### config.mk
export PLATFORM = sky130hd
export DESIGN_NAME = rxQueue
export DESIGN_NICKNAME = d
export VERILOG_FILES = /design/src/design/memBusPkg.sv /design/src/design/rxQueue.sv
export VERILOG_INCLUDE_DIRS = /design/src /design/src/include
export SDC_FILE = /design/constraint.sdc
export NUM_CORES = 1
export LEC_CHECK = 0
export BUFFER_PORTS_ARGS = -buffer_cell sky130_fd_sc_hd__clkbuf_2
export CAP_MARGIN = 20
export CORE_MARGIN = 2
export CORE_UTILIZATION = 38
export CTS_CLUSTER_SIZE = 10
export DETAILED_ROUTE_END_ITERATION = 12
export PLACE_DENSITY_LB_ADDON = 0.05
export SLEW_MARGIN = 20
export SYNTH_ARGS = -nofsm -noshare
export SYNTH_HDL_FRONTEND = slang
export SYNTH_SLANG_ARGS = --single-unit
### constraint.sdc
create_clock -name clk -period 6.35 [get_ports clk]
set_input_delay 0.9525 -clock clk [delete_from_list [all_inputs] [get_ports clk]]
set_output_delay 0.9525 -clock clk [all_outputs]
set_load 0.005 [all_outputs]
### src/include/memBus_settings.svh
`ifndef MEMBUS_SETTINGS_SVH
`define MEMBUS_SETTINGS_SVH

// Address space of the CPU port
`define MEM_ADDR_W 18

// Reserved UART locations
`define MEM_UART_DATA 18'h0BF00
`define MEM_UART_STAT 18'h0BF01

// Receive queue holds 2**3 bytes
`define RX_QUEUE_DEPTH_LOG 3

// Wait lengths in clock cycles
`define SRAM_WAIT 2
`define UART_PULSE 2

`endif

### src/design/memBusPkg.sv
`default_nettype none

`include "memBus_settings.svh"

package memBusPkg;

	typedef logic [15:0] word_t;
	typedef logic [`MEM_ADDR_W-1:0] addr_t;
	typedef logic [`RX_QUEUE_DEPTH_LOG-1:0] qPtr_t;

	typedef enum logic [3:0] {
		Idle,
		RxStrobe,
		RxCapture,
		TxStrobe,
		TxWaitTbre,
		TxWaitTsre,
		RamRead,
		RamWrite,
		QueueRead,
		Ack
	} ctrlState_t;

endpackage

`default_nettype wire

### src/design/rxQueue.sv
`timescale 1ns/1ns
`default_nettype none

`include "memBus_settings.svh"

module rxQueue (
	input logic clk,
	input logic rst,
	input logic push,
	input logic pop,
	input memBusPkg::word_t pushWord,
	output memBusPkg::word_t headWord,
	output logic empty,
	output logic full
);
	import memBusPkg::*;

	localparam int depth = 1 << `RX_QUEUE_DEPTH_LOG;

	word_t mem [depth];
	qPtr_t front;
	qPtr_t tail;
	logic [`RX_QUEUE_DEPTH_LOG:0] count;
	logic doPush;
	logic doPop;

	assign doPush = push && !full;
	assign doPop = pop && !empty;

	assign empty = count == '0;
	// Count never exceeds depth, so the top bit means full
	assign full = count[`RX_QUEUE_DEPTH_LOG];
	assign headWord = mem[front];

	always_ff @(posedge clk) begin
		if (doPush)
			mem[tail] <= pushWord;
	end

	always_ff @(posedge clk or negedge rst) begin
		if (!rst) begin
			front <= '0;
			tail <= '0;
			count <= '0;
		end else begin
			if (doPush)
				tail <= tail + 1'b1;
			if (doPop)
				front <= front + 1'b1;
			case ({doPush, doPop})
				2'b10: count <= count + 1'b1;
				2'b01: count <= count - 1'b1;
				default: count <= count;
			endcase
		end
	end

endmodule

`default_nettype wire

==> run_results.csv <==
group,metric,value,unit
setup_path,cp_slowest_cell,"dfrtp_4",
clock_network,cts.path.max_buffers,2,
clock_network,cts_hold_buf,0,
clock_network,cts_setup_buffers,0,
synthesis,ys_ff_latch,138,
synthesis,async_reset_ff_frac,0.0725,
synthesis,syn_inst,252,
finish,finalNonFillerCells,501,
finish,post-route-util,0.459,
synthesis,yosysSeqAreaShare,0.739,
setup_path,criticalPathCategory,"register to primary output",
pwr,p_leak,2.30,nW
sta,tightest_slew,1.03,ns
setup_path,start_kind,"register",
clock_network,cts-root-buf,"clkbuf_16",
finish,drive_gt1_frac,0.341,
setup_path,end_kind,"primary output",
setup_path,arrival,2.29,ns
place,place_inst,468,
synthesis,synth_area,5540,um2
sta,fin_crit,3.24,ns
setup_path,crit_buf_inv,1,
detailed_routing,ant_nets,0,
pwr,ir_drop,0.000163,V
global_routing,grt_start_max_net_pins,35,
finish,final_nets,330,
setup_path,timing.critical_path.cells,"mux4_1, mux2_2, clkbuf_2",
floorplan,num_rows,44,
synthesis,synth_nets,278,
place,numPortBuffers,37,
finish,syn2layout_area_growth,19.0,%
clock_network,cts_tree,"yes",
pwr,power.density,459,nW/um2
sta,finClkSkew,0.00751,ns
detailed_routing,vias,2541,
global_routing,grt_pass1_wl,15600,um
place,hpwlAfterDp,5780,um
global_routing,antenna_found_initial,0,
detailed_routing,drc,0,
synthesis,yosys_most_used_dff,"edfxtp_1",
status,run_status,"finished, final reports clean",
clock_network,numCtsBuffers,17,
setup_path,crit_path_max_incr_delay,0.83,ns
finish,diodes,0,
hold_path,hold_class,"input port to asynchronous set/reset pin",
clock_network,cts.reportedPaths.clkPinSlew,0.06,ns
sta,final_max_slew_viol_count,0,
setup_path,cp_data_required_time,5.40,ns
setup_path,crit_path_max_fanout,34,
detailed_routing,initialDrtViolationCount,173,
floorplan,initial_core_util,0.386,
clock_network,cts_sinks,138,
floorplan,die_h,125,um
detailed_routing,via_per_inst,5.07,
sta,hold_viol,0,
setup_path,path_delay_family,"multiplexers",
detailed_routing,wl_per_cell,20.2,um
sta,fin_crit_sh,0.510,
clock_network,cts_resized,0,
job,maxCapViolCount,0,
sta,slew_headroom,0.312,
floorplan,fp.dieArea,15600,um2
sta,rsz0062_at_grt,"false",
clock_network,clock_latency,0.41,ns
global_routing,grt_pass1_vias,2687,
floorplan,die_w,125,um
synthesis,synth.distinct_cells,31,
synthesis,synth_edf_count,128,
sta,setup_violations,0,
synthesis,yosys_warnings,0,
floorplan,io_pins,38,
clock_network,htreeDepth,4,
detailed_routing,route.final.wire_length,10100,um
sta,setup_tns,0,ns
sta,fmax,309,MHz
detailed_routing,first_pass_iters,4,
global_routing,overflow,0,
global_routing,grt_usage,0.140,
place,pre_cts_slack,3.09,ns
synthesis,synth_area_per_cell,22.0,um2
floorplan,core_area,14400,um2
place,gp_congestion,0.661,
sta,layout_setup_ws,3.11,ns
## routing by layer
layer | vias up | wire, um | global-route usage
met4 | 0 | 170 | 0.0555
met5 | - | 0 | 0
li1 | 1166 | - | -
met1 | 1322 | 4670 | 0.181
met3 | 12 | 291 | 0.0391
met2 | 41 | 4990 | 0.224
## where the power goes
| group | total, mW | internal (mW) | switching (mW) |
|---|---|---|---|
| registers | 1.31 | 1.13 | 0.179 |
| clock network | 1.04 | 0.694 | 0.351 |
| logic | 0.673 | 0.402 | 0.271 |
| total | 3.03 | 2.23 | 0.801 |
## logic make-up (layout without fill, tap and decap cells)
family                     Yosys count  in the layout  synth area share
DFF                                138            138             0.739
muxes                               51             51             0.185
and+or+nand+nor                     27             27            0.0246
buffers and inverters               17             82            0.0178
AOI/OAI and AO/OA                    7              7           0.00926
adders and majority gates            6              6            0.0149
xor gates and xnor gates             6              6           0.00948
## cell type report
cell class / count / area [um2]
repair buffers: 44 / 241
clock buffers: 19 / 433
clock inverters: 13 / 199
multi-input cells: 97 / 1370
well taps: 184 / 230
fillers: 1232 / 7770
inverters: 6 / 22.5
flip-flops and latches: 138 / 4100
## Yosys cell counts (2+ instances only)
cell      number  share of area
ha_1           5          0.011
dfrtp_1       10          0.045
nor3_1         2         0.0018
buf_6          4         0.0081
mux4_1        25           0.12
edfxtp_1     128           0.69
inv_1          6         0.0041
nand2_1        8         0.0054
a21oi_1        2         0.0018
nand3_1        2         0.0018
nor2_1         6         0.0041
buf_2          3         0.0027
clkbuf_1       2         0.0014
nand2b_1       3         0.0034
mux2_2        18          0.037
mux4_2         7          0.028
xnor2_1        4         0.0063
xor2_1         2         0.0032
nor3b_1        3         0.0041
## stage by stage
step | power, mW | hold slack (ns) | area [um2]
floorplan | 1.78 | 0.457 | 5540
detailed placement | 2.03 | 0.481 | 5950
global route | 3.20 | 0.407 | 6600
global placement | 2.03 | 0.477 | 5950
finish | 3.03 | 0.412 | 6600
CTS | 3.09 | 0.393 | 6580
## sequential cells by signal, indices dropped and copies added (netlist names)
register and count:
tail 3, count 4, front 3, mem 128
## worst paths after layout
check / startpoint / end / slack [ns] / cells past startpoint
max: front[0] / headWord[13] / 3.11 / 3
min: rst / count[3] / 0.41 / 1
max reg2reg: count[0] / count[3] / 3.35 / 7
min reg2reg: tail[2] / tail[2] / 0.49 / 1
max in group asynchronous: rst / front[0] / 5.68 / 1
min in group clk: tail[2] / tail[2] / 0.49 / 1
## cell usage in the layout, fill, tap and decap left out, types with 3 or more instances in the layout
cell type	count
buf_4	6
bufinv_16	5
clkbuf_16	17
clkbuf_2	37
clkinv_2	4
dfrtp_1	8
edfxtp_1	128
ha_1	5
inv_1	6
mux2_2	18
mux4_1	25
mux4_2	7
nand2_1	8
nand2b_1	3
nor2_2	5
nor3b_1	3
xnor2_1	4
(Power assumes the default switching activity.)
