$ cat src/include/memBus_settings.svh
`ifndef MEMBUS_SETTINGS_SVH
`define MEMBUS_SETTINGS_SVH

// Address space of the CPU port
`define MEM_ADDR_W 18

// Reserved UART locations
`define MEM_UART_DATA 18'h0BF00
`define MEM_UART_STAT 18'h0BF01

// Receive queue holds 2**3 bytes
`define RX_QUEUE_DEPTH_LOG 3

// Wait lengths in clock cycles
`define SRAM_WAIT 2
`define UART_PULSE 2

`endif

$ cat src/design/memBusPkg.sv
`default_nettype none

`include "memBus_settings.svh"

package memBusPkg;

	typedef logic [15:0] word_t;
	typedef logic [`MEM_ADDR_W-1:0] addr_t;
	typedef logic [`RX_QUEUE_DEPTH_LOG-1:0] qPtr_t;

	typedef enum logic [3:0] {
		Idle,
		RxStrobe,
		RxCapture,
		TxStrobe,
		TxWaitTbre,
		TxWaitTsre,
		RamRead,
		RamWrite,
		QueueRead,
		Ack
	} ctrlState_t;

endpackage

`default_nettype wire

$ cat src/design/busPhyIf.sv
`timescale 1ns/1ns
`default_nettype none

interface busPhyIf;
	import memBusPkg::*;

	// Active-high requests from the controller
	logic ramEn;
	logic ramOe;
	logic ramWe;
	logic uartRd;
	logic uartWr;
	logic busDrive;
	word_t busWord;
	addr_t addr;
	logic capture;

	// Captured bus contents
	word_t capWord;
	logic [7:0] capByte;

	modport ctrl (
		output ramEn, ramOe, ramWe, uartRd, uartWr, busDrive, busWord, addr, capture,
		input capWord, capByte
	);

	modport sramPort (
		input ramEn, ramOe, ramWe, addr, capture,
		output capWord
	);

	modport uartPort (
		input uartRd, uartWr, capture,
		output capByte
	);

endinterface

`default_nettype wire

$ cat src/design/sramPort.sv
`timescale 1ns/1ns
`default_nettype none

module sramPort (
	input logic clk,
	input logic rst,
	busPhyIf.sramPort phy,
	output memBusPkg::addr_t ramAddr,
	output logic ramEn,
	output logic ramOe,
	output logic ramWe,
	input memBusPkg::word_t ramIn
);

	// Strobes are active low at the chip
	always_ff @(posedge clk or negedge rst) begin
		if (!rst) begin
			ramEn <= 1'b1;
			ramOe <= 1'b1;
			ramWe <= 1'b1;
		end else begin
			ramEn <= !phy.ramEn;
			ramOe <= !phy.ramOe;
			ramWe <= !phy.ramWe;
		end
	end

	always_ff @(posedge clk) begin
		ramAddr <= phy.addr;
	end

	// Sample while oe is still low
	always_ff @(posedge clk) begin
		if (phy.capture)
			phy.capWord <= ramIn;
	end

endmodule

`default_nettype wire

$ cat src/flat_wrapper.sv
// flat-port wrapper written by rule: the top's interface ports become plain ports
module sramPort_flat 
  (clk, rst, ramAddr, ramEn, ramOe, ramWe, ramIn, phy_ramEn, phy_ramOe, phy_ramWe, phy_addr, phy_capture, phy_capWord);
  busPhyIf phy_i ();
  input logic clk;
  input logic rst;
  output memBusPkg::addr_t ramAddr;
  output logic ramEn;
  output logic ramOe;
  output logic ramWe;
  input memBusPkg::word_t ramIn;
  input wire logic [$bits(phy_i.ramEn)-1:0] phy_ramEn;
  input wire logic [$bits(phy_i.ramOe)-1:0] phy_ramOe;
  input wire logic [$bits(phy_i.ramWe)-1:0] phy_ramWe;
  input wire logic [$bits(phy_i.addr)-1:0] phy_addr;
  input wire logic [$bits(phy_i.capture)-1:0] phy_capture;
  output wire logic [$bits(phy_i.capWord)-1:0] phy_capWord;
  assign phy_i.ramEn = phy_ramEn;
  assign phy_i.ramOe = phy_ramOe;
  assign phy_i.ramWe = phy_ramWe;
  assign phy_i.addr = phy_addr;
  assign phy_i.capture = phy_capture;
  assign phy_capWord = phy_i.capWord;
  sramPort u_core (.clk(clk), .rst(rst), .phy(phy_i), .ramAddr(ramAddr), .ramEn(ramEn), .ramOe(ramOe), .ramWe(ramWe), .ramIn(ramIn));
endmodule
$ cat config.mk
export PLATFORM = sky130hd
export DESIGN_NAME = sramPort_flat
export DESIGN_NICKNAME = d
export VERILOG_FILES = /design/src/design/memBusPkg.sv /design/src/design/busPhyIf.sv /design/src/design/sramPort.sv /design/src/flat_wrapper.sv
export VERILOG_INCLUDE_DIRS = /design/src /design/src/include
export SDC_FILE = /design/constraint.sdc
export NUM_CORES = 1
export LEC_CHECK = 0
export BUFFER_PORTS_ARGS = -buffer_cell sky130_fd_sc_hd__buf_2
export CORE_MARGIN = 2
export CORE_UTILIZATION = 39
export CTS_CLUSTER_SIZE = 24
export DETAILED_ROUTE_END_ITERATION = 12
export PLACE_DENSITY = 0.81
export SYNTH_ARGS = -nofsm -noshare
export SYNTH_HDL_FRONTEND = slang
export SYNTH_SLANG_ARGS = --single-unit
$ cat constraint.sdc
create_clock -name clk -period 1.6 [get_ports clk]
set_clock_uncertainty 0.1 [all_clocks]
set_input_delay 0.08 -clock clk [delete_from_list [all_inputs] [get_ports clk]]
set_output_delay 0.08 -clock clk [all_outputs]
set_load 0.005 [all_outputs]
==> results_tabular.tex <==
\begin{tabular}{lr}
\hline
Metric & Value \\
\hline
\multicolumn{2}{l}{\textbf{STA}} \\
Time the final worst path needs with I/O delays and setup & 1150 ps \\
Fin Hold WS & 64.4 ps \\
Maximum operating frequency & 869 MHz \\
Slew at the pin with the worst max-slew slack & 327 ps \\
Tcrit/Tclk final & 71.9\% \\
Final Max Tran Viols & 0 \\
Setup TNS & 0 ps \\
Max-slew headroom & 78.2\% \\
Final-report hold violation count & 0 \\
RSZ-0062 raised after global routing & no \\
Final setup vio count & 0 \\
\multicolumn{2}{l}{\textbf{Worst hold path}} \\
Cell depth of the worst hold path & 1 \\
Startpoint of the most critical hold path & phy\_capture \\
Hold EP & u\_core.phy.capWord[5] \\
Hold WC Path Type & input pin to register \\
\multicolumn{2}{l}{\textbf{Routing}} \\
Total wire length after detailed routing & 2790 µm \\
Routed via count divided by cell count & 4.24 \\
Antenna-violating nets left & 0 \\
Post-route DRC & 0 \\
DR pass1 iterations & 4 \\
Number of design-rule violations left by the first detailed-router iteration & 12 \\
Average detailed-routed wire length per instance & 14.7 µm \\
Total vias in the final route & 806 \\
\multicolumn{2}{l}{\textbf{Clock tree}} \\
Setup fix buffers added after clock tree synthesis & 0 \\
CTS tree & done \\
CTS Hold Bufs & 38 \\
Cells resized by post-CTS repair & 0 \\
Number of clock sinks seen by CTS & 37 \\
Clock buffer count from CTS & 5 \\
CTS clock-pin slew for the worst setup and hold paths & 110 ps \\
Maximum clock path buffer count & 2 \\
Buffer type at the clock tree root & clkbuf\_4 \\
H-tree depth & 2 \\
\multicolumn{2}{l}{\textbf{Setup path}} \\
Crit. End Element & output port \\
Type of the worst setup path & register to output port \\
Chain of cells forming the critical path & buf\_2 \\
CP Data Required Time & 1420 ps \\
CP top delay family & flip-flops \\
Slowest Stage Delay on Critical Path & 540 ps \\
Slowest stage cell on the critical path & dfstp\_2 \\
Worst setup SP type & register \\
Worst path bufs/invs & 1 \\
Data arrival time of the worst path & 970 ps \\
Critical-path maximum fanout & 1 \\
\multicolumn{2}{l}{\textbf{Job}} \\
Count of maximum capacitance violations & 0 \\
\multicolumn{2}{l}{\textbf{Global route}} \\
Maximum number of pins on one net before global-route repair & 17 \\
Antenna violations before repair & 0 \\
First-pass GRT wire length & 4110 µm \\
Overall Global Routing Usage & 22.2\% \\
Via count of the first global-routing pass & 897 \\
Residual overflow from global routing & 0 \\
\multicolumn{2}{l}{\textbf{Yosys}} \\
Count of synthesis-stage warnings from yosys & 0 \\
Cell area after synthesis & 931 µm² \\
Number of flip-flops and latches in the synthesized netlist & 37 \\
Net count of the mapped netlist & 80 \\
Count of unique library cells instantiated by Yosys & 4 \\
Syn Area/Cell & 23.3 µm² \\
Proportion of synthesized chip area in sequential cells & 98.8\% \\
Number of cells produced by synthesis & 40 \\
\multicolumn{2}{l}{\textbf{Power and ir drop}} \\
Power per standard cell area & 962 mW/mm² \\
Leakage power & 0.844 nW \\
Maximum vdd drop & 765 µV \\
\multicolumn{2}{l}{\textbf{Cells and area}} \\
Net count of the finished layout & 201 \\
Commonest non-fill, non-tap cell in the layout & buf\_2 \\
Final design instance area without fill & 0.00178 mm² \\
Area used by multi-input combinational logic & 0 µm² \\
Share of the core filled with cells in the final layout & 79.6\% \\
Multi-input logic cell count & 0 \\
\# diodes & 0 \\
Layout Area Growth over Synthesis & 90.9\% \\
Filler-free cell count of the finished design & 190 \\
Proportion of layout cells with a drive suffix above 1 & 52.5\% \\
Highest-count cells in the layout ignoring fill and taps & buf\_2 (76), dlygate4sd3\_1 (38), dfxtp\_1 (18) \\
\multicolumn{2}{l}{\textbf{Floorplan}} \\
Top-level I/O count & 77 \\
DIE AREA & 0.00279 mm² \\
Floorplan core area & 0.00223 mm² \\
Starting density of the core & 41.7\% \\
Width of the chip & 52.9 µm \\
Row count & 17 \\
Vert. Die Dim & 52.9 µm \\
\multicolumn{2}{l}{\textbf{Placement}} \\
Number of input and output port buffers inserted & 76 \\
Final estimated routing congestion in global placement & 0.661 \\
HPWL Detailed & 1390 µm \\
Instance area at placement & 0.00135 mm² \\
Placed Cells incl. Taps & 144 \\
\multicolumn{2}{l}{\textbf{Outcome}} \\
Run status & finished, final reports clean \\
\hline
\end{tabular}
-- stage by stage --
stage	setup WS, ps	power [mW]
6_report	449	1.71
5_1_grt	400	1.78
4_1_cts	439	1.70
3_5_place_dp	770	1.21
3_3_place_gp	795	1.20
2_1_floorplan	919	1.10
-- Yosys cell counts --
cell / count / area, µm²
dfstp_2: 3 / 78.8
dfxtp_1: 18 / 360
edfxtp_1: 16 / 480
inv_1: 3 / 11.3
-- state kept, by name, summed over array words and instances, names as in the netlist --
register	cells
u_core.phy.capWord	16
u_core.ramAddr	18
u_core.ramEn	1
u_core.ramOe	1
u_core.ramWe	1
-- kinds of logic (layout without fill, tap and decap cells) --
kind of cell	after synthesis	after routing	share of synthesized area, %
DFF	37	37	98.8
buffers and inverters	3	125	1.21
-- where the power goes --
group	internal (mW)	switching, mW	leakage (nW)
combinational	0.132	0.0680	0.474
sequential	1.05	0.0171	0.340
clock	0.159	0.282	0.0300
-- metal layers --
layer | vias to the layer above | track usage (%) | share of wire (%) | wire (µm)
li1 | 378 | - | - | -
met1 | 368 | 22.2 | 36 | 1000
met2 | 58 | 38.3 | 51 | 1430
met3 | 2 | 9.89 | 12 | 328
met4 | 0 | 11.5 | 0.86 | 24
met5 | - | 0 | 0 | 0
-- how the worst max path moves through the flow --
| stage | cells after the start | endpoint | from | slack [ps] |
|---|---|---|---|---|
| floorplan | 0 | ramEn | u_core.ramEn | 920 |
| global placement | 1 | u_core.phy.capWord[15] | phy_capture | 790 |
| finish | 1 | ramWe | u_core.ramWe | 450 |
| detailed placement | 1 | u_core.phy.capWord[2] | phy_capture | 770 |
| global route | 1 | ramWe | u_core.ramWe | 400 |
| CTS | 1 | ramWe | u_core.ramWe | 440 |
-- cell type report --
cell class	count	area, µm²
well taps	28	35.0
flip-flops and latches	37	920
fillers	119	457
inverters	3	11.3
clock inverters	3	12.5
repair buffers	114	761
clock buffers	5	37.5
No activity file was read; power rests on OpenSTA's default activity.
