## config.mk

```make
export PLATFORM = sky130hd
export DESIGN_NAME = uartPort_flat
export DESIGN_NICKNAME = d
export VERILOG_FILES = /design/src/design/memBusPkg.sv /design/src/design/busPhyIf.sv /design/src/design/uartPort.sv /design/src/flat_wrapper.sv
export VERILOG_INCLUDE_DIRS = /design/src /design/src/include
export SDC_FILE = /design/constraint.sdc
export NUM_CORES = 1
export LEC_CHECK = 0
export BUFFER_PORTS_ARGS = -buffer_cell sky130_fd_sc_hd__buf_2
export CAP_MARGIN = 25
export CORE_AREA = 5 5 42 44
export CTS_CLUSTER_SIZE = 8
export DETAILED_ROUTE_END_ITERATION = 16
export DIE_AREA = 0 0 47 49
export GPL_TIMING_DRIVEN = 1
export PLACE_DENSITY = 0.71
export SLEW_MARGIN = 20
export SYNTH_ARGS = -nofsm -noshare
export SYNTH_HDL_FRONTEND = slang
export SYNTH_SLANG_ARGS = --single-unit
```

## constraint.sdc

```tcl
create_clock -name clk -period 1.5 [get_ports clk]
set_input_delay 0.3 -clock clk [delete_from_list [all_inputs] [get_ports clk]]
set_output_delay 0.3 -clock clk [all_outputs]
set_load 0.01 [all_outputs]
```

## src/include/memBus_settings.svh

```systemverilog
`ifndef MEMBUS_SETTINGS_SVH
`define MEMBUS_SETTINGS_SVH

// Address space of the CPU port
`define MEM_ADDR_W 18

// Reserved UART locations
`define MEM_UART_DATA 18'h0BF00
`define MEM_UART_STAT 18'h0BF01

// Receive queue holds 2**3 bytes
`define RX_QUEUE_DEPTH_LOG 3

// Wait lengths in clock cycles
`define SRAM_WAIT 2
`define UART_PULSE 2

`endif

```

## src/design/memBusPkg.sv

```systemverilog
`default_nettype none

`include "memBus_settings.svh"

package memBusPkg;

	typedef logic [15:0] word_t;
	typedef logic [`MEM_ADDR_W-1:0] addr_t;
	typedef logic [`RX_QUEUE_DEPTH_LOG-1:0] qPtr_t;

	typedef enum logic [3:0] {
		Idle,
		RxStrobe,
		RxCapture,
		TxStrobe,
		TxWaitTbre,
		TxWaitTsre,
		RamRead,
		RamWrite,
		QueueRead,
		Ack
	} ctrlState_t;

endpackage

`default_nettype wire

```

## src/design/busPhyIf.sv

```systemverilog
`timescale 1ns/1ns
`default_nettype none

interface busPhyIf;
	import memBusPkg::*;

	// Active-high requests from the controller
	logic ramEn;
	logic ramOe;
	logic ramWe;
	logic uartRd;
	logic uartWr;
	logic busDrive;
	word_t busWord;
	addr_t addr;
	logic capture;

	// Captured bus contents
	word_t capWord;
	logic [7:0] capByte;

	modport ctrl (
		output ramEn, ramOe, ramWe, uartRd, uartWr, busDrive, busWord, addr, capture,
		input capWord, capByte
	);

	modport sramPort (
		input ramEn, ramOe, ramWe, addr, capture,
		output capWord
	);

	modport uartPort (
		input uartRd, uartWr, capture,
		output capByte
	);

endinterface

`default_nettype wire

```

## src/design/uartPort.sv

```systemverilog
`timescale 1ns/1ns
`default_nettype none

module uartPort (
	input logic clk,
	input logic rst,
	input logic uartDataReady,
	input logic uartTbre,
	input logic uartTsre,
	input logic [7:0] uartIn,
	output logic uartRdn,
	output logic uartWrn,
	output logic rxPending,
	output logic txEmpty,
	output logic shiftEmpty,
	busPhyIf.uartPort phy
);

	// Two flop synchronizers for data_ready, tbre, tsre
	logic [2:0] syncA;
	logic [2:0] syncB;

	always_ff @(posedge clk or negedge rst) begin
		if (!rst) begin
			syncA <= '0;
			syncB <= '0;
			uartRdn <= 1'b1;
			uartWrn <= 1'b1;
		end else begin
			syncA <= {uartDataReady, uartTbre, uartTsre};
			syncB <= syncA;
			uartRdn <= !phy.uartRd;
			uartWrn <= !phy.uartWr;
		end
	end

	assign rxPending = syncB[2];
	assign txEmpty = syncB[1];
	assign shiftEmpty = syncB[0];

	// Received byte, low half of the bus
	always_ff @(posedge clk) begin
		if (phy.capture)
			phy.capByte <= uartIn;
	end

endmodule

`default_nettype wire

```

## src/flat_wrapper.sv

```systemverilog
// flat-port wrapper written by rule: the top's interface ports become plain ports
module uartPort_flat 
  (clk, rst, uartDataReady, uartTbre, uartTsre, uartIn, uartRdn, uartWrn, rxPending, txEmpty, shiftEmpty, phy_uartRd, phy_uartWr, phy_capture, phy_capByte);
  busPhyIf phy_i ();
  input logic clk;
  input logic rst;
  input logic uartDataReady;
  input logic uartTbre;
  input logic uartTsre;
  input logic [7:0] uartIn;
  output logic uartRdn;
  output logic uartWrn;
  output logic rxPending;
  output logic txEmpty;
  output logic shiftEmpty;
  input wire logic [$bits(phy_i.uartRd)-1:0] phy_uartRd;
  input wire logic [$bits(phy_i.uartWr)-1:0] phy_uartWr;
  input wire logic [$bits(phy_i.capture)-1:0] phy_capture;
  output wire logic [$bits(phy_i.capByte)-1:0] phy_capByte;
  assign phy_i.uartRd = phy_uartRd;
  assign phy_i.uartWr = phy_uartWr;
  assign phy_i.capture = phy_capture;
  assign phy_capByte = phy_i.capByte;
  uartPort u_core (.clk(clk), .rst(rst), .uartDataReady(uartDataReady), .uartTbre(uartTbre), .uartTsre(uartTsre), .uartIn(uartIn), .uartRdn(uartRdn), .uartWrn(uartWrn), .rxPending(rxPending), .txEmpty(txEmpty), .shiftEmpty(shiftEmpty), .phy(phy_i));
endmodule
```

==> summary.md, run 1 <==
Clock tree
* **buffer cell driving the clock tree root** clkbuf_4
* **post-CTS sizing** 0
* **Max Root-Sink Buffers** 2
* **number of buffers created by CTS** 3
* **number of levels in the clock H-tree** 1
* **worst-skew pair later-pin latency** 0.28 ns
* **clock tree from TritonCTS** done
* **clk slew on worst S/H paths** 0.09 ns
* **clock net sink count** 16

Setup path
* **number of buffers and inverters on the critical path** 1
* **worst setup path class** register to primary output
* **Critical Path Slowest Stage Cell** dfstp_2
* **critical path cell sequence** buf_2
* **category of the worst setup path launch point** register
* **maximum fanout count along the critical path** 1
* **Critical Path RT** 1.20 ns
* **endpoint class of the critical path** primary output
* **data arrival at the endpoint of the critical path** 0.93 ns
* **longest individual stage delay on the worst path** 0.53 ns
* **CP top delay family** flip-flops

Yosys
* **distinct cell type count of the synthesized netlist** 4
* **sequential share of the synthesized area** 0.983
* **net count after synthesis** 34
* **Seq cells post-synth** 16
* **Yosys warning count** 0
* **Gate Count Post-Synth** 18
* **post-synthesis instance area** 450 um^2
* **per-instance average area after synthesis** 25.0 um^2

STA
* **final-report max-slew violation count** 0
* **final number of hold-violating endpoints** 0
* **final clock period utilization by the worst path** 0.818
* **top achievable clock speed** 0.815 GHz
* **total of endpoints with negative setup slack in the final report** 0
* **RSZ-0062 raised after global routing** false
* **final worst clock skew** 0.00871 ns
* **slew at the pin closest to its max-slew limit** 0.176 ns
* **accumulated negative setup slack** 0 ns
* **Slew headroom** 0.883
* **final critical-path required period** 1.23 ns
* **Min Hold Slack** 0.117 ns

Routing
* **antenna-violating nets left** 0
* **wire length after detailed routing** 900 um
* **routed via count divided by cell count** 4.13
* **count of routing violations after the opening detailed-route iteration** 0
* **Wirelength per Cell** 13.4 um
* **remaining design rule violation count** 0
* **iteration count of the initial detailed-routing pass** 1
* **total number of vias** 277

Cells and area
* **area added between synthesis and finish** 45.8%
* **antenna fix cells** 0
* **Multi-In Gates** 0
* **nets@finish** 68
* **area of the multi-input gates** 0 um^2
* **share of post-route cells with drive strength above 1** 0.667

Job
* **number of max-cap violations** 0

GRT
* **number of antenna violations at the first check in global routing** 0
* **aggregate global-route resource usage** 0.0824
* **largest net degree at the start of global routing** 10
* **via count of the first global-routing pass** 275
* **first-pass GRT wire length** 1.26 mm
* **remaining global-route overflow** 0

Die
* **DIE HEIGHT** 49 um
* **number of rows in the core area** 14
* **starting utilization of the core area** 0.321
* **placeable core region** 1400 um^2
* **DIE WIDTH** 47 um
* **count of pins on the block boundary** 29
* **area of the die** 2300 um^2

Min path
* **HP Class** primary input to register

Placed design
* **dpl hpwl** 744 um
* **routability congestion estimate from global placement** 0.677
* **Port Buffers** 28

Pwr
* **peak ir drop on the vdd network** 0.437 mV
* **leakage power summed over all cells** 0.315 nW
* **total power divided by cell area** 1270 nW/um^2

Status
* **outcome** finished clean

[state kept, by name (all words and copies together) (netlist names)]
register	cells
u_core.uartWrn	1
u_core.syncB	3
u_core.uartRdn	1
u_core.syncA	3
u_core.phy.capByte	8
[report_power, final]
group          switching, W  leakage [nW]  internal [W]   total, W
clock network      0.000124        0.0210      0.000148   0.000272
logic             0.0000340         0.125     0.0000312  0.0000652
registers        0.00000632         0.169      0.000494   0.000500
total              0.000164         0.315      0.000672   0.000837
[stage by stage]
step / power (W) / instances / area [um^2] / util / setup WS [ns]
floorplan: 0.000525 / 18 / 450 / - / 0.680
global placement: 0.000573 / 62 / 611 / 0.436 / 0.590
detailed placement: 0.000575 / 62 / 611 / 0.436 / 0.582
CTS: 0.000857 / 67 / 657 / 0.469 / 0.252
global route: 0.000885 / 67 / 657 / 0.469 / 0.226
finish: 0.000837 / 67 / 657 / 0.469 / 0.273
[cells in the final DEF, fill, tap and decap left out]
cell,instances
buf_2,28
edfxtp_1,8
dfrtp_1,6
clkbuf_4,3
inv_1,2
dfstp_2,2
clkbuf_8,1
dlygate4sd3_1,1
[timing repair]
| item | 4_1_cts | 5_1_grt |
|---|---|---|
| endpoints found under the setup margin | 0 | 0 |
| setup buffers | 0 | 0 |
| endpoints found under the hold margin | 6 | 0 |
| hold buffers | 1 | 0 |
[kinds of logic (layout without fill, tap and decap cells)]
group,Yosys count,in the layout,share of synthesized area
buf+inv,2,35,0.0167
flops,16,16,0.983
[synthesized netlist by cell type (all sizes together)]
cell,count,area [um^2]
edfxtp,8,240
dfrtp,6,150
dfstp,2,52.6
inv,2,7.51
[worst paths after layout]
check / depth (start not counted) / slack [ns] / start / end
min in group asynchronous: 2 / 0.37 / rst / u_core.syncA[1]
max in group asynchronous: 2 / 0.91 / rst / u_core.uartWrn
worst min-delay path: 2 / 0.12 / phy_uartRd / u_core.uartRdn
worst max register to register: 0 / 1.02 / u_core.syncA[1] / u_core.syncB[1]
worst max-delay path: 1 / 0.27 / u_core.uartWrn / uartWrn
worst min register to register: 0 / 0.35 / u_core.syncA[2] / u_core.syncB[2]
[cell type report]
class	instances	area, um^2
clock buffer	4	36.3
fill	137	744
inverter	2	7.51
sequential	16	443
tap	16	20.0
timing repair buffer	29	150
[per-layer routing]
metal  global-route usage  wire, um  up-vias  part of all wire
li1                     -         -      125                 -
met1               0.0979       349      123              0.39
met2                0.104       358       29              0.40
met3               0.0554       192        0              0.21
met4               0.0553         0        0                 0
met5                    0         0        -                 0
(Power assumes the default switching activity.)
==> run 2: changes to the inputs <==
==> constraint.sdc (replaced) <==
create_clock -name clk -period 1.2 [get_ports clk]
set_input_delay 0.24 -clock clk [delete_from_list [all_inputs] [get_ports clk]]
set_output_delay 0.24 -clock clk [all_outputs]
set_load 0.01 [all_outputs]
==> summary.md, run 2 (synthesized netlist as in run 1, its figures left out) <==
Setup path
* **data arrival at the endpoint of the critical path** 0.91 ns
* **maximum fanout count along the critical path** 1
* **endpoint class of the critical path** primary output
* **Critical Path RT** 0.96 ns
* **Critical Path Slowest Stage Cell** dfstp_2
* **longest individual stage delay on the worst path** 0.54 ns
* **category of the worst setup path launch point** register
* **number of buffers and inverters on the critical path** 1
* **worst setup path class** register to primary output
* **CP top delay family** flip-flops
* **critical path cell sequence** buf_6

Placed design
* **Port Buffers** 28
* **routability congestion estimate from global placement** 0.677
* **Cell Area, Placed** 611 um^2
* **worst slack at placement** 0.340 ns

Cells and area
* **most frequent cells in the layout** buf_2 (26), edfxtp_1 (8), dfrtp_1 (6)
* **most common cell after layout, fill and taps aside** buf_2
* **largest registers** u_core.phy.capByte: 8 flops, u_core.syncA: 3 flops, u_core.syncB: 3 flops
* **final standard cell area without fillers** 669 um^2
* **share of post-route cells with drive strength above 1** 0.667
* **area added between synthesis and finish** 48.6%
* **Multi-In Gates** 0
* **most flop-heavy register** u_core.phy.capByte
* **area of the multi-input gates** 0 um^2
* **Largest register FFs** 8
* **antenna fix cells** 0
* **nets@finish** 68

Pwr
* **Clock Power Share** 0.324
* **overall power** 0.00105 W
* **peak ir drop on the vdd network** 0.777 mV
* **part of the total power dissipated in sequential elements** 0.594
* **Internal Power** 0.000844 W
* **combinational share of power** 0.082
* **leakage power summed over all cells** 0.319 nW
* **Switching Fraction** 0.197
* **switching power of the nets** 0.000208 W
* **total power divided by cell area** 1570 nW/um^2

GRT
* **largest net degree at the start of global routing** 10
* **number of antenna violations at the first check in global routing** 0
* **remaining global-route overflow** 0
* **via count of the first global-routing pass** 280
* **aggregate global-route resource usage** 0.0776
* **first-pass GRT wire length** 1.22 mm

Routing
* **Wirelength per Cell** 13.2 um
* **iteration count of the initial detailed-routing pass** 1
* **remaining design rule violation count** 0
* **total number of vias** 271
* **antenna-violating nets left** 0
* **wire length after detailed routing** 884 um
* **count of routing violations after the opening detailed-route iteration** 0
* **routed via count divided by cell count** 4.04

STA
* **min setup slack post-route** 0.0519 ns
* **final clock period utilization by the worst path** 0.957
* **top achievable clock speed** 0.871 GHz
* **accumulated negative setup slack** 0 ns
* **slew at the pin closest to its max-slew limit** 0.173 ns
* **RSZ-0062 raised after global routing** false
* **final-report max-slew violation count** 0
* **total of endpoints with negative setup slack in the final report** 0
* **Slew headroom** 0.885
* **final critical-path required period** 1.15 ns
* **final worst clock skew** 0.000106 ns
* **final number of hold-violating endpoints** 0
* **Min Hold Slack** 0.0611 ns

Die
* **DIE HEIGHT** 49 um
* **placeable core region** 1400 um^2
* **count of pins on the block boundary** 29
* **starting utilization of the core area** 0.321
* **DIE WIDTH** 47 um
* **area of the die** 2300 um^2
* **number of rows in the core area** 14

Clock tree
* **buffer cell driving the clock tree root** clkbuf_4
* **Max Root-Sink Buffers** 2
* **number of buffers created by CTS** 3
* **post-CTS setup repair buffer count** 0
* **worst-skew pair later-pin latency** 0.27 ns
* **clk slew on worst S/H paths** 0.09 ns
* **clock net sink count** 16
* **clock tree from TritonCTS** done
* **number of levels in the clock H-tree** 1

Job
* **number of max-cap violations** 0

Status
* **outcome** finished clean

Min path
* **HP Class** primary input to register

run 2: cell counts in the layout (fill, tap and decap cells not counted):
Identical to the previous run, type by type.
run 2: what timing repair did:
action,in CTS,in global routing
endpoints found under the setup margin,0,2
endpoints found under the hold margin,8,0
hold buffers,1,0
resized for setup,0,2
run 2: cell type report:
cell class              count  area, um^2
repair buffers             29         163
fillers                   139         732
well taps                  16        20.0
inverters                   2        7.51
flip-flops and latches     16         443
clock buffers               4        36.3
run 2: power groups by stage:
stage / clock [W] / combinational, W / sequential (W)
after floorplan: 0 / 0.00000121 / 0.000655
after global placement: 0 / 0.0000812 / 0.000635
after detailed placement: 0 / 0.0000825 / 0.000636
after CTS: 0.000358 / 0.0000851 / 0.000625
after global routing: 0.000392 / 0.0000944 / 0.000629
final: 0.000340 / 0.0000863 / 0.000625
run 2: stage by stage:
step,utilization,std cells
finish,0.478,67
global route,0.478,67
CTS,0.469,67
detailed placement,0.436,62
global placement,0.436,62
floorplan,-,18
run 2: final timing paths:
path / from / end / slack (ns) / depth (start not counted)
setup / recovery: u_core.uartRdn / uartRdn / 0.05 / 1
hold / removal: phy_uartWr / u_core.uartWrn / 0.06 / 2
setup reg to reg: u_core.syncA[1] / u_core.syncB[1] / 0.72 / 0
hold reg to reg: u_core.syncA[2] / u_core.syncB[2] / 0.35 / 0
max in group asynchronous: rst / u_core.uartRdn / 0.65 / 2
min in group asynchronous: rst / u_core.syncA[1] / 0.31 / 2
run 2: layer usage:
metal,global-route usage,wire length [um],vias to the layer above
met4,0.0415,0,0
met1,0.103,338,116
met2,0.102,343,29
met5,0,0,-
li1,-,-,126
met3,0.0369,202,0
