--- config.mk ---
export PLATFORM = sky130hd
export DESIGN_NAME = memBusCtrl_flat
export DESIGN_NICKNAME = d
export VERILOG_FILES = /design/src/design/memBusPkg.sv /design/src/design/busPhyIf.sv /design/src/design/memBusCtrl.sv /design/src/flat_wrapper.sv
export VERILOG_INCLUDE_DIRS = /design/src /design/src/include
export SDC_FILE = /design/constraint.sdc
export NUM_CORES = 1
export LEC_CHECK = 0
export ABC_CLOCK_PERIOD_IN_PS = 3400
export BUFFER_PORTS_ARGS = -buffer_cell sky130_fd_sc_hd__buf_2
export CAP_MARGIN = 5
export CORE_MARGIN = 2
export CORE_UTILIZATION = 41
export DETAILED_ROUTE_END_ITERATION = 8
export PLACE_DENSITY = 0.82
export SETUP_SLACK_MARGIN = 0.1
export SLEW_MARGIN = 20
export SYNTH_ARGS = -nofsm -noshare
export SYNTH_HDL_FRONTEND = slang
export SYNTH_SLANG_ARGS = --single-unit
--- constraint.sdc ---
create_clock -name clk -period 3.4 [get_ports clk]
set_input_delay 0.17 -clock clk [delete_from_list [all_inputs] [get_ports clk]]
set_output_delay 0.17 -clock clk [all_outputs]
set_load 0.02 [all_outputs]
--- src/include/memBus_settings.svh ---
`ifndef MEMBUS_SETTINGS_SVH
`define MEMBUS_SETTINGS_SVH

// Address space of the CPU port
`define MEM_ADDR_W 18

// Reserved UART locations
`define MEM_UART_DATA 18'h0BF00
`define MEM_UART_STAT 18'h0BF01

// Receive queue holds 2**3 bytes
`define RX_QUEUE_DEPTH_LOG 3

// Wait lengths in clock cycles
`define SRAM_WAIT 2
`define UART_PULSE 2

`endif

--- src/design/memBusPkg.sv ---
`default_nettype none

`include "memBus_settings.svh"

package memBusPkg;

	typedef logic [15:0] word_t;
	typedef logic [`MEM_ADDR_W-1:0] addr_t;
	typedef logic [`RX_QUEUE_DEPTH_LOG-1:0] qPtr_t;

	typedef enum logic [3:0] {
		Idle,
		RxStrobe,
		RxCapture,
		TxStrobe,
		TxWaitTbre,
		TxWaitTsre,
		RamRead,
		RamWrite,
		QueueRead,
		Ack
	} ctrlState_t;

endpackage

`default_nettype wire

--- src/design/busPhyIf.sv ---
`timescale 1ns/1ns
`default_nettype none

interface busPhyIf;
	import memBusPkg::*;

	// Active-high requests from the controller
	logic ramEn;
	logic ramOe;
	logic ramWe;
	logic uartRd;
	logic uartWr;
	logic busDrive;
	word_t busWord;
	addr_t addr;
	logic capture;

	// Captured bus contents
	word_t capWord;
	logic [7:0] capByte;

	modport ctrl (
		output ramEn, ramOe, ramWe, uartRd, uartWr, busDrive, busWord, addr, capture,
		input capWord, capByte
	);

	modport sramPort (
		input ramEn, ramOe, ramWe, addr, capture,
		output capWord
	);

	modport uartPort (
		input uartRd, uartWr, capture,
		output capByte
	);

endinterface

`default_nettype wire

--- src/design/memBusCtrl.sv ---
`timescale 1ns/1ns
`default_nettype none

`include "memBus_settings.svh"

module memBusCtrl (
	input logic clk,
	input logic rst,
	input logic wbCyc,
	input logic wbStb,
	input logic wbWe,
	input memBusPkg::addr_t wbAdr,
	input memBusPkg::word_t wbDatW,
	output memBusPkg::word_t wbDatR,
	output logic wbAck,
	input logic rxPending,
	input logic txEmpty,
	input logic shiftEmpty,
	output logic qPush,
	output logic qPop,
	output memBusPkg::word_t qPushWord,
	input logic qEmpty,
	input logic qFull,
	input memBusPkg::word_t qHead,
	busPhyIf.ctrl phy
);
	import memBusPkg::*;

	localparam logic [3:0] sramLast = 4'(`SRAM_WAIT - 1);
	localparam logic [3:0] pulseLast = 4'(`UART_PULSE - 1);
	// Lag of the wrn register plus the synchronizer depth in uartPort
	localparam logic [3:0] syncSettle = 4'd3;

	ctrlState_t state;
	logic [3:0] cnt;
	logic [1:0] rxHold;
	logic srcRam;
	logic wrRam;
	logic isStat;
	word_t datR;

	logic wbReq;
	logic uartSel;
	logic statSel;

	assign wbReq = wbCyc && wbStb;
	assign uartSel = wbAdr == `MEM_UART_DATA;
	assign statSel = wbAdr == `MEM_UART_STAT;

	//////////////////////////////
	// Sequencing
	//////////////////////////////

	always_ff @(posedge clk or negedge rst) begin
		if (!rst) begin
			state <= Idle;
			cnt <= '0;
			rxHold <= '0;
			qPush <= 1'b0;
			srcRam <= 1'b0;
			wrRam <= 1'b0;
			isStat <= 1'b0;
		end else begin
			qPush <= 1'b0;
			cnt <= cnt + 4'd1;
			if (rxHold != 2'd0)
				rxHold <= rxHold - 2'd1;
			case (state)
				Idle: begin
					cnt <= '0;
					srcRam <= 1'b0;
					wrRam <= 1'b0;
					// Reception first, as long as the queue has room
					if (rxPending && !qFull && rxHold == 2'd0) begin
						state <= RxStrobe;
					end else if (wbReq) begin
						if (uartSel && wbWe) begin
							state <= TxStrobe;
						end else if (uartSel || statSel) begin
							state <= QueueRead;
							isStat <= statSel;
						end else if (wbWe) begin
							state <= RamWrite;
							wrRam <= 1'b1;
						end else begin
							state <= RamRead;
							srcRam <= 1'b1;
						end
					end
				end
				RxStrobe: begin
					if (cnt == pulseLast) begin
						state <= RxCapture;
						cnt <= '0;
					end
				end
				RxCapture: begin
					state <= Idle;
					qPush <= 1'b1;
					// Stale data_ready still in the synchronizer
					rxHold <= 2'd3;
				end
				TxStrobe: begin
					if (cnt == pulseLast) begin
						state <= TxWaitTbre;
						cnt <= '0;
					end
				end
				TxWaitTbre: begin
					// tbre is only trusted once the synchronizer has caught up
					if (cnt == syncSettle) begin
						cnt <= cnt;
						if (txEmpty)
							state <= TxWaitTsre;
					end
				end
				TxWaitTsre: begin
					if (shiftEmpty)
						state <= Ack;
				end
				RamRead, RamWrite: begin
					if (cnt == sramLast)
						state <= Ack;
				end
				QueueRead: state <= Ack;
				Ack: state <= Idle;
				default: state <= Idle;
			endcase
		end
	end

	// Status word or queue head
	always_ff @(posedge clk) begin
		if (state == QueueRead) begin
			if (isStat)
				datR <= {14'd0, !qEmpty, txEmpty};
			else if (qEmpty)
				datR <= '0;
			else
				datR <= qHead;
		end
	end

	//////////////////////////////
	// Outputs
	//////////////////////////////

	assign wbAck = state == Ack;
	assign wbDatR = srcRam ? phy.capWord : datR;

	assign qPop = state == QueueRead && !isStat && !qEmpty;
	assign qPushWord = {8'h00, phy.capByte};

	assign phy.ramEn = state == RamRead || state == RamWrite;
	assign phy.ramOe = state == RamRead;
	// we rises one cycle before the data leaves the bus
	assign phy.ramWe = state == RamWrite && cnt != sramLast;
	assign phy.uartRd = state == RxStrobe;
	assign phy.uartWr = state == TxStrobe;
	assign phy.busDrive = state == RamWrite || (state == Ack && wrRam) ||
		state == TxStrobe || state == TxWaitTbre;
	assign phy.busWord = wbDatW;
	assign phy.addr = wbAdr;
	assign phy.capture = state == RxCapture || (state == RamRead && cnt == sramLast);

endmodule

`default_nettype wire

--- src/flat_wrapper.sv ---
// flat-port wrapper written by rule: the top's interface ports become plain ports
module memBusCtrl_flat import memBusPkg::*;
  (clk, rst, wbCyc, wbStb, wbWe, wbAdr, wbDatW, wbDatR, wbAck, rxPending, txEmpty, shiftEmpty, qPush, qPop, qPushWord, qEmpty, qFull, qHead, phy_ramEn, phy_ramOe, phy_ramWe, phy_uartRd, phy_uartWr, phy_busDrive, phy_busWord, phy_addr, phy_capture, phy_capWord, phy_capByte);
  busPhyIf phy_i ();
  input logic clk;
  input logic rst;
  input logic wbCyc;
  input logic wbStb;
  input logic wbWe;
  input memBusPkg::addr_t wbAdr;
  input memBusPkg::word_t wbDatW;
  output memBusPkg::word_t wbDatR;
  output logic wbAck;
  input logic rxPending;
  input logic txEmpty;
  input logic shiftEmpty;
  output logic qPush;
  output logic qPop;
  output memBusPkg::word_t qPushWord;
  input logic qEmpty;
  input logic qFull;
  input memBusPkg::word_t qHead;
  output wire logic [$bits(phy_i.ramEn)-1:0] phy_ramEn;
  output wire logic [$bits(phy_i.ramOe)-1:0] phy_ramOe;
  output wire logic [$bits(phy_i.ramWe)-1:0] phy_ramWe;
  output wire logic [$bits(phy_i.uartRd)-1:0] phy_uartRd;
  output wire logic [$bits(phy_i.uartWr)-1:0] phy_uartWr;
  output wire logic [$bits(phy_i.busDrive)-1:0] phy_busDrive;
  output wire logic [$bits(phy_i.busWord)-1:0] phy_busWord;
  output wire logic [$bits(phy_i.addr)-1:0] phy_addr;
  output wire logic [$bits(phy_i.capture)-1:0] phy_capture;
  input wire logic [$bits(phy_i.capWord)-1:0] phy_capWord;
  input wire logic [$bits(phy_i.capByte)-1:0] phy_capByte;
  assign phy_ramEn = phy_i.ramEn;
  assign phy_ramOe = phy_i.ramOe;
  assign phy_ramWe = phy_i.ramWe;
  assign phy_uartRd = phy_i.uartRd;
  assign phy_uartWr = phy_i.uartWr;
  assign phy_busDrive = phy_i.busDrive;
  assign phy_busWord = phy_i.busWord;
  assign phy_addr = phy_i.addr;
  assign phy_capture = phy_i.capture;
  assign phy_i.capWord = phy_capWord;
  assign phy_i.capByte = phy_capByte;
  memBusCtrl u_core (.clk(clk), .rst(rst), .wbCyc(wbCyc), .wbStb(wbStb), .wbWe(wbWe), .wbAdr(wbAdr), .wbDatW(wbDatW), .wbDatR(wbDatR), .wbAck(wbAck), .rxPending(rxPending), .txEmpty(txEmpty), .shiftEmpty(shiftEmpty), .qPush(qPush), .qPop(qPop), .qPushWord(qPushWord), .qEmpty(qEmpty), .qFull(qFull), .qHead(qHead), .phy(phy_i));
endmodule
==> flow_metrics.env, run 1 <==
export IMPL_drive_above_1_share=0.482
export IMPL_cts_setup_buffers=0
export IMPL_synth_area_mux_share=0.0841
export IMPL_groute_usage_overall=0.151
export IMPL_crit_buf_inv=1
export IMPL_holdWs_ns=0.163
export IMPL_hold_viol_final=0
export IMPL_yosysWarnings=0
export IMPL_clockBufferDepth=2
export IMPL_maxSlewViolCount=0
export IMPL_synth_edf_count=16
export IMPL_worst_pin_slew_ns=0.697
export IMPL_fp_dieH_microns=76.3
export IMPL_fmax_ghz=0.494
export IMPL_synth_ff_type="edfxtp_1"
export IMPL_regToRegSetupSlack_ns=1.53
export IMPL_vias=1713
export IMPL_cp_max_fo=9
export IMPL_startpoint="u_core.state[2]"
export IMPL_core_sq_um=5070
export IMPL_finalSetupViolCount=0
export IMPL_io_pins=160
export IMPL_syn_to_final_growth_pct=15.8
export IMPL_grt_pass1_wl_mm=7.02
export IMPL_hpwl_mm=3.55
export IMPL_path_cells="nand2b_1 -> nor3_2 -> and2_1 -> buf_2"
export IMPL_yosysUniqueCellTypes=46
export IMPL_ys_seq_area_frac=0.388
export IMPL_cpPeakStageDelay_ns=0.51
export IMPL_p_leak_nw=1.20
export IMPL_viasPerCell=4.87
export IMPL_synthAdderAreaFrac=0.0175
export IMPL_wire_per_inst_microns=12.2
export IMPL_synth_common_cells="50 x buf_4, 16 x edfxtp_1, 16 x mux2_2, 16 x nand2_1, 15 x and2_1"
export IMPL_relSlewSlack=0.535
export IMPL_cp_end_kind="output pin"
export IMPL_ant_nets=0
export IMPL_power_density_nw_per_um2=680
export IMPL_cts_root_buffer="clkbuf_8"
export IMPL_grt_ovfl_total=0
export IMPL_numClockSinks=30
export IMPL_post_cts_resized=0
export IMPL_first_pass_iters=5
export IMPL_path_depth=4
export IMPL_period_share=0.596
export IMPL_syn_avg_cell_area_sq_um=9.79
export IMPL_synth_cells=219
export IMPL_status="finished clean"
export IMPL_post_synth_top_count_cell="buf_4"
export IMPL_synth_top_family_by_area="simple AND/OR/NAND/NOR gates"
export IMPL_clock_skew_ns=0.00357
export IMPL_start_util=0.422
export IMPL_synth_simple_area_share=0.210
export IMPL_synth_async_reset_ratio=0.467
export IMPL_clk_pin_slew_ns=0.06
export IMPL_tns_ns=0
export IMPL_routed_wl_mm=4.30
export IMPL_grt_pass1_vias=1578
export IMPL_crit_required_ns=3.23
export IMPL_io_buffers=103
export IMPL_drc=0
export IMPL_synth_compound_gate_area_share=0.0823
export IMPL_critPathTopFamily="simple AND/OR/NAND/NOR gates"
export IMPL_hold_buffers=1
export IMPL_irDropWorstVdd_uv=361
export IMPL_synth_xor_area_share=0.0123
export IMPL_drt_iter0_markers=69
export IMPL_reg2regPathDepth=6
export IMPL_cap_viol_max_count=0
export IMPL_synth_area_leaders="edfxtp_1 22%, buf_4 18%, dfrtp_1 16%"
export IMPL_clkLatencyLatePin_ns=0.27
export IMPL_critPathSlowestCell="nor3_2"
export IMPL_start_kind="register"
export IMPL_htree_levels=2
export IMPL_synth_top_cell_by_area="edfxtp_1"
export IMPL_critPathKind="register to output pin"
export IMPL_crit_end="qPop"
export IMPL_antenna_found_initial=0
export IMPL_worstReg2RegEnd="u_core.state[0]"
export IMPL_hold_path_class="primary input to register"
export IMPL_yosys_register_bits=30
export IMPL_grt_max_degree=18
export IMPL_syn_cell_area_sq_um=2140
export IMPL_r2r_start="u_core.cnt[1]"
export IMPL_whs_path_depth=2
export IMPL_rsz0062_at_grt="false"
export IMPL_rows=26
export IMPL_synth_top_cell_area_share=0.224
export IMPL_cts_made_buffers=5
export IMPL_fin_nets=368
export IMPL_gp_congestion=0.872
export IMPL_cts_tree="yes"
export IMPL_die_w_microns=76.3
export IMPL_diodes=0
export IMPL_worstPathArrival_ns=1.86
export IMPL_dieArea_sq_um=5820
export IMPL_finalCriticalPeriod_ns=2.03
[power breakdown]
part	total [W]	internal (W)	switching [W]
Clock	0.000287	0.000165	0.000122
Sequential	0.000624	0.000486	0.000138
Combinational	0.000778	0.000341	0.000437
Total	0.00169	0.000992	0.000697
[state kept, by name, summed over array words and instances (netlist names)]
name and cells:
u_core.qPush 1, u_core.isStat 1, u_core.wrRam 1, u_core.rxHold 2
u_core.cnt 4, u_core.srcRam 1, u_core.datR 16, u_core.state 4
[layer usage]
metal / global-route usage / vias up / share of wire
met5: 0 / - / 0
met4: 0.0509 / 0 / 0.0077
met3: 0.0438 / 6 / 0.092
met2: 0.264 / 105 / 0.50
met1: 0.177 / 777 / 0.40
li1: - / 825 / -
[worst min-delay path by stage]
stage | start | to | slack (ns)
6_report | wbWe | u_core.wrRam | 0.16
5_1_grt | qHead[12] | u_core.datR[12] | 0.16
4_1_cts | wbWe | u_core.wrRam | 0.15
3_5_place_dp | rst | u_core.cnt[1] | 0.08
3_3_place_gp | rst | u_core.cnt[0] | 0.08
2_1_floorplan | rst | u_core.cnt[0] | -0.13
[logic make-up (layout without fill, tap and decap cells)]
group / after synthesis / count (layout)
other: 1 / 8
xor gates and xnor gates: 3 / 3
AOI/OAI and AO/OA: 25 / 25
adders and majority gates: 3 / 3
buffers and inverters: 66 / 122
muxes: 16 / 16
DFF: 30 / 30
and+or+nand+nor: 75 / 75
[through the flow]
| step | util | std cells | power, W | setup WS [ns] | area, sq um |
|---|---|---|---|---|---|
| after global routing | 0.489 | 352 | 0.00181 | 1.22 | 2480 |
| final | 0.489 | 352 | 0.00169 | 1.37 | 2480 |
| after detailed placement | 0.469 | 343 | 0.00141 | 1.52 | 2380 |
| after global placement | 0.469 | 343 | 0.00138 | 1.62 | 2380 |
| after floorplan | - | 226 | 0.00124 | 0.911 | 2170 |
| after CTS | 0.489 | 352 | 0.00171 | 1.36 | 2480 |
[cells in the final DEF (no fill, tap or decap), types with 5 or more instances in the layout]
master    count
nor2_1       11
dfrtp_1      14
clkbuf_8      6
a21oi_1       5
o21ai_0       6
conb_1        8
buf_2       103
inv_1         9
nand3_1       6
and2_1       15
nand2_1      16
mux2_2       16
edfxtp_1     16
nor3_1        5
[cell type report]
cell class	instances	area [sq um]
Multi-Input combinational cell	130	906
Sequential cell	30	831
Inverter	9	33.8
Timing Repair Buffer	105	533
Tap cell	70	87.6
Fill cell	472	2590
Clock buffer	8	90.1
[worst reg2reg max path, cell delays in order (launching register included)]
cell and delay (ns):
dfrtp_1 0.41, inv_1 0.07, ha_1 0.15, nor3b_1 0.55
nand2_1 0.13, a221oi_1 0.29, o21ai_0 0.14
Power figures use the tool's default switching activity.
==> run 2: changes to the inputs <==
- ABC_CLOCK_PERIOD_IN_PS: 3400 -> 1880
- clock period: 3.4 -> 1.88 ns (I/O delays scaled with it)
==> run 2 against run 1 <==
  * Final cell count rose by 2.6%
  * Sequential cell count did not move
  * Sequential share of layout area is 1.6 points lower
  * Clock skew about the same
  * Cell area is 5.2% higher
  * Count of clock-buffer cells in the layout down 3
  * Routed wire length is 13% higher
  * Largest power group unchanged
==> flow_metrics.env, run 2 (synthesis results as in run 1) <==
export IMPL_cts_tree="yes"
export IMPL_dieArea_sq_um=5820
export IMPL_r2r_start="u_core.state[2]"
export IMPL_cpPeakStageDelay_ns=0.41
export IMPL_cp_max_fo=4
export IMPL_drc=0
export IMPL_hpwl_mm=3.85
export IMPL_grt_ovfl_total=0
export IMPL_diodes=0
export IMPL_drt_iter0_markers=52
export IMPL_first_pass_iters=4
export IMPL_regToRegSetupSlack_ns=0.20
export IMPL_path_cells="buf_4 -> nor4_4 -> nand4_1 -> or4_1 -> a22o_1"
export IMPL_dp_slack_ns=0.210
export IMPL_grt_pass1_vias=1641
export IMPL_antenna_found_initial=0
export IMPL_groute_usage_overall=0.169
export IMPL_finalSetupViolCount=0
export IMPL_maxSlewViolCount=0
export IMPL_routed_wl_mm=4.86
export IMPL_layout_setup_ws_ns=0.200
export IMPL_start_util=0.422
export IMPL_hold_end="u_core.isStat"
export IMPL_die_w_microns=76.3
export IMPL_critPathKind="register to register"
export IMPL_cts_made_buffers=5
export IMPL_wire_per_inst_microns=13.4
export IMPL_fin_nets=377
export IMPL_tns_ns=0
export IMPL_core_sq_um=5070
export IMPL_irDropWorstVdd_uv=567
export IMPL_critPathSlowestCell="dfrtp_1"
export IMPL_cap_viol_max_count=0
export IMPL_max_flop_register="u_core.datR"
export IMPL_p_leak_nw=1.27
export IMPL_viasPerCell=4.93
export IMPL_hp_start="wbAdr[0]"
export IMPL_holdWs_ns=0.0771
export IMPL_n_fill_cell=488
export IMPL_io_buffers=103
export IMPL_hold_path_class="primary input to register"
export IMPL_ant_nets=0
export IMPL_start_kind="register"
export IMPL_cp_end_kind="register"
export IMPL_rows=26
export IMPL_period_share=0.894
export IMPL_crit_required_ns=2.06
export IMPL_hold_viol_final=0
export IMPL_status="finished clean"
export IMPL_htree_levels=2
export IMPL_final_cell_mix="101 x buf_2, 16 x nand2_1, 16 x mux2_2, 16 x edfxtp_1, 15 x and2_1"
export IMPL_worstPathArrival_ns=1.86
export IMPL_power_w=0.00339
export IMPL_drive_above_1_share=0.526
export IMPL_largestRegisters="u_core.datR: 16 flops, u_core.cnt: 4 flops, u_core.state: 4 flops"
export IMPL_clock_skew_ns=0.00371
export IMPL_fmax_ghz=0.595
export IMPL_rsz0062_at_grt="false"
export IMPL_finalCriticalPeriod_ns=1.68
export IMPL_vias=1780
export IMPL_syn_to_final_growth_pct=21.8
export IMPL_clkLatencyLatePin_ns=0.28
export IMPL_power_density_nw_per_um2=1300
export IMPL_largest_reg_flops=16
export IMPL_io_pins=160
export IMPL_whs_path_depth=2
export IMPL_numClockSinks=30
export IMPL_grt_pass1_wl_mm=7.60
export IMPL_fp_dieH_microns=76.3
export IMPL_clockBufferDepth=2
export IMPL_cts_root_buffer="clkbuf_8"
export IMPL_worstReg2RegEnd="u_core.isStat"
export IMPL_gp_congestion=0.905
export IMPL_clk_pin_slew_ns=0.07
export IMPL_grt_max_degree=17
export IMPL_layout_commonest_cell="buf_2"
export IMPL_reg2regPathDepth=5
run 2: cell types whose count changed in the layout (fill, tap and decap cells not counted), sizes merged:
cell | before | now
buf | 104 | 113
bufinv | 0 | 1
clkinv | 0 | 2
clkbuf | 8 | 5
run 2: where the power goes:
group          total (W)  internal, W  switching, W
sequential       0.00103     0.000883      0.000152
clock           0.000638     0.000389      0.000249
combinational    0.00172     0.000742      0.000976
run 2: area by class of cell:
cell class	count	area (sq um)	share of cell area
multi-input combinational	130	940	0.360
sequential	30	832	0.319
timing repair buffer	114	609	0.233
tap	70	87.6	0.0335
clock buffer	5	68.8	0.0264
clock inverter	3	40.0	0.0153
inverter	9	33.8	0.0129
run 2: worst max-delay path: cells and delay by family (launching register included):
kind	cells	cell delay, ns
buffers and inverters	1	0.16
flip-flops	1	0.41
AO/OA/AOI/OAI	1	0.18
AND/OR/NAND/NOR	3	0.82
run 2: worst max-delay path by stage:
stage                     slack [ns]  cells past startpoint        startpoint             to
after floorplan                 0.26                      4   u_core.state[3]           qPop
after global placement          0.29                      6  u_core.rxHold[0]  u_core.isStat
after detailed placement        0.21                      6  u_core.rxHold[0]  u_core.isStat
after CTS                       0.11                      5   u_core.state[3]           qPop
after global routing            0.08                      5   u_core.state[2]           qPop
final                           0.20                      5   u_core.state[2]  u_core.isStat
run 2: timing repair:
action | 4_1_cts | 5_1_grt
setup endpoints to repair | 0 | 7
endpoints found under the hold margin | 14 | 0
resized for setup | 0 | 11
buffers inserted | 0 | 2
hold buffers | 1 | 0
run 2: layer usage:
metal,wire [microns],part of all wire,vias to the layer above,global-route usage
met5,0,0,-,0
met4,99,0.020,0,0.0782
met3,393,0.081,13,0.0462
met2,2470,0.51,100,0.303
met1,1900,0.39,823,0.184
li1,-,-,844,-
run 2: metrics by stage:
stage / area, sq um / utilization / cells
after floorplan: 2180 / - / 226
after global placement: 2440 / 0.481 / 350
after detailed placement: 2440 / 0.481 / 350
after CTS: 2560 / 0.504 / 359
after global routing: 2610 / 0.515 / 361
final: 2610 / 0.515 / 361
==> run 3: changes to the inputs <==
- ABC_AREA: not set -> 1
- PLACE_DENSITY: 0.82 -> 0.81
==> run 3 against run 2 <==
  * Fmax rose by 1.4%
  * Hold slack improved by 0.015 ns
  * Global-route usage fell by 0.16 points
==> flow_metrics.env, run 3 <==
export IMPL_clk_pin_slew_ns=0.07
export IMPL_cts_setup_buffers=0
export IMPL_fin_nets=450
export IMPL_met1_usage=0.165
export IMPL_top_usage_layer="met2"
export IMPL_drt_iter0_markers=98
export IMPL_placedCellCount=425
export IMPL_wire_per_inst_microns=11.5
export IMPL_clkPwrFrac=0.155
export IMPL_hpwl_mm=4.04
export IMPL_ant_nets=0
export IMPL_final_cell_mix="103 x buf_2, 84 x nand2_1, 38 x nor2_1"
export IMPL_synth_common_cells="84 x nand2_1, 50 x buf_4, 39 x nor2_1"
export IMPL_ys_seq_area_frac=0.384
export IMPL_r2r_start="u_core.cnt[1]"
export IMPL_routed_wl_mm=5.00
export IMPL_reg2regPathDepth=11
export IMPL_yosysWarnings=0
export IMPL_period_share=0.881
export IMPL_io_pins=160
export IMPL_instances_no_fill=434
export IMPL_grt_max_degree=18
export IMPL_syn_avg_cell_area_sq_um=7.31
export IMPL_io_buffers=103
export IMPL_clock_skew_ns=0.00334
export IMPL_gp_congestion=0.947
export IMPL_hold_path_class="primary input to register"
export IMPL_grt_pass1_wl_mm=7.93
export IMPL_cts_made_buffers=5
export IMPL_largest_reg_flops=16
export IMPL_synth_area_leaders="edfxtp_1 22%, buf_4 17%, dfrtp_1 16%"
export IMPL_viasPerCell=4.46
export IMPL_irDropWorstVdd_uv=932
export IMPL_synth_cells=296
export IMPL_power_density_nw_per_um2=1290
export IMPL_fmax_ghz=0.603
export IMPL_layout_commonest_cell="buf_2"
export IMPL_finalCriticalPeriod_ns=1.66
export IMPL_die_w_microns=76.6
export IMPL_switching_share=0.477
export IMPL_grt_pass1_vias=1825
export IMPL_synth_async_reset_ratio=0.467
export IMPL_finalSetupViolCount=0
export IMPL_largestRegisters="u_core.datR: 16 flops, u_core.cnt: 4 flops, u_core.state: 4 flops"
export IMPL_switchingPower_w=0.00156
export IMPL_tns_ns=0
export IMPL_met2_usage=0.323
export IMPL_groute_usage_overall=0.167
export IMPL_start_kind="register"
export IMPL_whs_path_depth=2
export IMPL_clockBufferDepth=2
export IMPL_cp_max_fo=6
export IMPL_core_sq_um=5110
export IMPL_synth_edf_count=16
export IMPL_maxSlewViolCount=0
export IMPL_cap_viol_max_count=0
export IMPL_grt_ovfl_total=0
export IMPL_drc=0
export IMPL_cp_end_kind="output pin"
export IMPL_vias=1935
export IMPL_start_util=0.424
export IMPL_syn_cell_area_sq_um=2160
export IMPL_rows=26
export IMPL_rsz0062_at_grt="false"
export IMPL_dieArea_sq_um=5870
export IMPL_crit_required_ns=1.79
export IMPL_power_frac_seq=0.304
export IMPL_synth_top_cell_by_area="edfxtp_1"
export IMPL_synth_ff_type="edfxtp_1"
export IMPL_use_met3=0.0592
export IMPL_p_leak_nw=1.44
export IMPL_numClockSinks=30
export IMPL_dp_slack_ns=0.414
export IMPL_clkLatencyLatePin_ns=0.28
export IMPL_yosys_register_bits=30
export IMPL_hold_viol_final=0
export IMPL_fp_dieH_microns=76.6
export IMPL_antenna_found_initial=0
export IMPL_status="finished clean"
export IMPL_hp_start="qEmpty"
export IMPL_hold_end="u_core.datR[1]"
export IMPL_p_int_w=0.00171
export IMPL_max_flop_register="u_core.datR"
export IMPL_n_fill_cell=501
export IMPL_critPathKind="register to output pin"
export IMPL_worstPathArrival_ns=1.56
export IMPL_final_util=0.498
export IMPL_first_pass_iters=4
export IMPL_post_synth_top_count_cell="nand2_1"
export IMPL_syn_to_final_growth_pct=17.5
export IMPL_worstReg2RegEnd="u_core.state[2]"
export IMPL_synth_top_cell_area_share=0.222
export IMPL_htree_levels=2
export IMPL_pwr_share_comb=0.541
export IMPL_diodes=0
export IMPL_regToRegSetupSlack_ns=0.39
export IMPL_cts_root_buffer="clkbuf_8"
export IMPL_cts_tree="yes"
export IMPL_yosysUniqueCellTypes=32
export IMPL_layout_setup_ws_ns=0.223
export IMPL_drive_above_1_share=0.363
[run 3: cell count changes after synthesis, sizes merged, moves of 3 or more]
cell,previous run,this run
a21oi,5,1
nand2,16,86
nand3,6,10
inv,9,40
mux2,16,0
nand2b,4,0
nor3,6,3
and2,15,0
a22o,3,0
nor2,11,43
[run 3: worst max-delay path, cell delays in order, from the launching register on]
cell and delay (ns):
dfrtp_1 0.46, nor2_2 0.21, inv_2 0.10, nor3_2 0.16, nor2_1 0.10, nand3_1 0.09
buf_2 0.16
[run 3: cell families after synthesis]
| group | after synthesis | synth area share |
|---|---|---|
| AO/OA/AOI/OAI | 12 | 0.0330 |
| AND/OR/NAND/NOR | 149 | 0.292 |
| XOR/XNOR | 3 | 0.0121 |
| multiplexers | 1 | 0.00463 |
| flip-flops | 30 | 0.384 |
| other | 1 | 0.00173 |
| buffers and inverters | 97 | 0.256 |
| adder cells (fa/ha/maj) | 3 | 0.0174 |
[run 3: area by class of cell]
class	count	area (sq um)	area share
Inverter	42	158	0.0620
Clock inverter	3	16.3	0.00640
Tap cell	70	87.6	0.0345
Multi-Input combinational cell	176	823	0.324
Clock buffer	5	68.8	0.0271
Sequential cell	30	832	0.327
Timing Repair Buffer	108	556	0.219
[run 3: metal layers]
layer,vias up,wire [microns]
met5,-,0
met4,0,61
met3,13,429
met2,95,2650
met1,848,1850
li1,979,-
[run 3: what timing repair did]
action                                 4_1_cts  5_1_grt
resized for setup                            0        5
hold buffers                                 1        0
endpoints found under the hold margin       14        0
setup endpoints to repair                    0        2
[run 3: worst max path at each step]
stage | start | endpoint
final | u_core.state[2] | phy_busDrive
after global routing | u_core.state[2] | phy_capture
after CTS | u_core.state[0] | phy_busDrive
after detailed placement | u_core.cnt[1] | u_core.state[0]
after global placement | u_core.state[0] | phy_busDrive
after floorplan | u_core.state[1] | u_core.datR[0]
[run 3: power groups by stage]
stage	sequential (W)	combinational (W)	clock [W]
floorplan	0.000977	0.00136	0
finish	0.000994	0.00177	0.000505
global route	0.00101	0.00197	0.000550
CTS	0.000987	0.00177	0.000519
global placement	0.000989	0.00172	0
detailed placement	0.000995	0.00175	0
[run 3: stage by stage]
step | hold WS, ns | power [W] | cell area, sq um
floorplan | -0.202 | 0.00234 | 2190
global placement | 0.00606 | 0.00270 | 2430
detailed placement | 0.00831 | 0.00275 | 2430
CTS | 0.0845 | 0.00327 | 2530
global route | 0.0883 | 0.00354 | 2540
finish | 0.0923 | 0.00327 | 2540
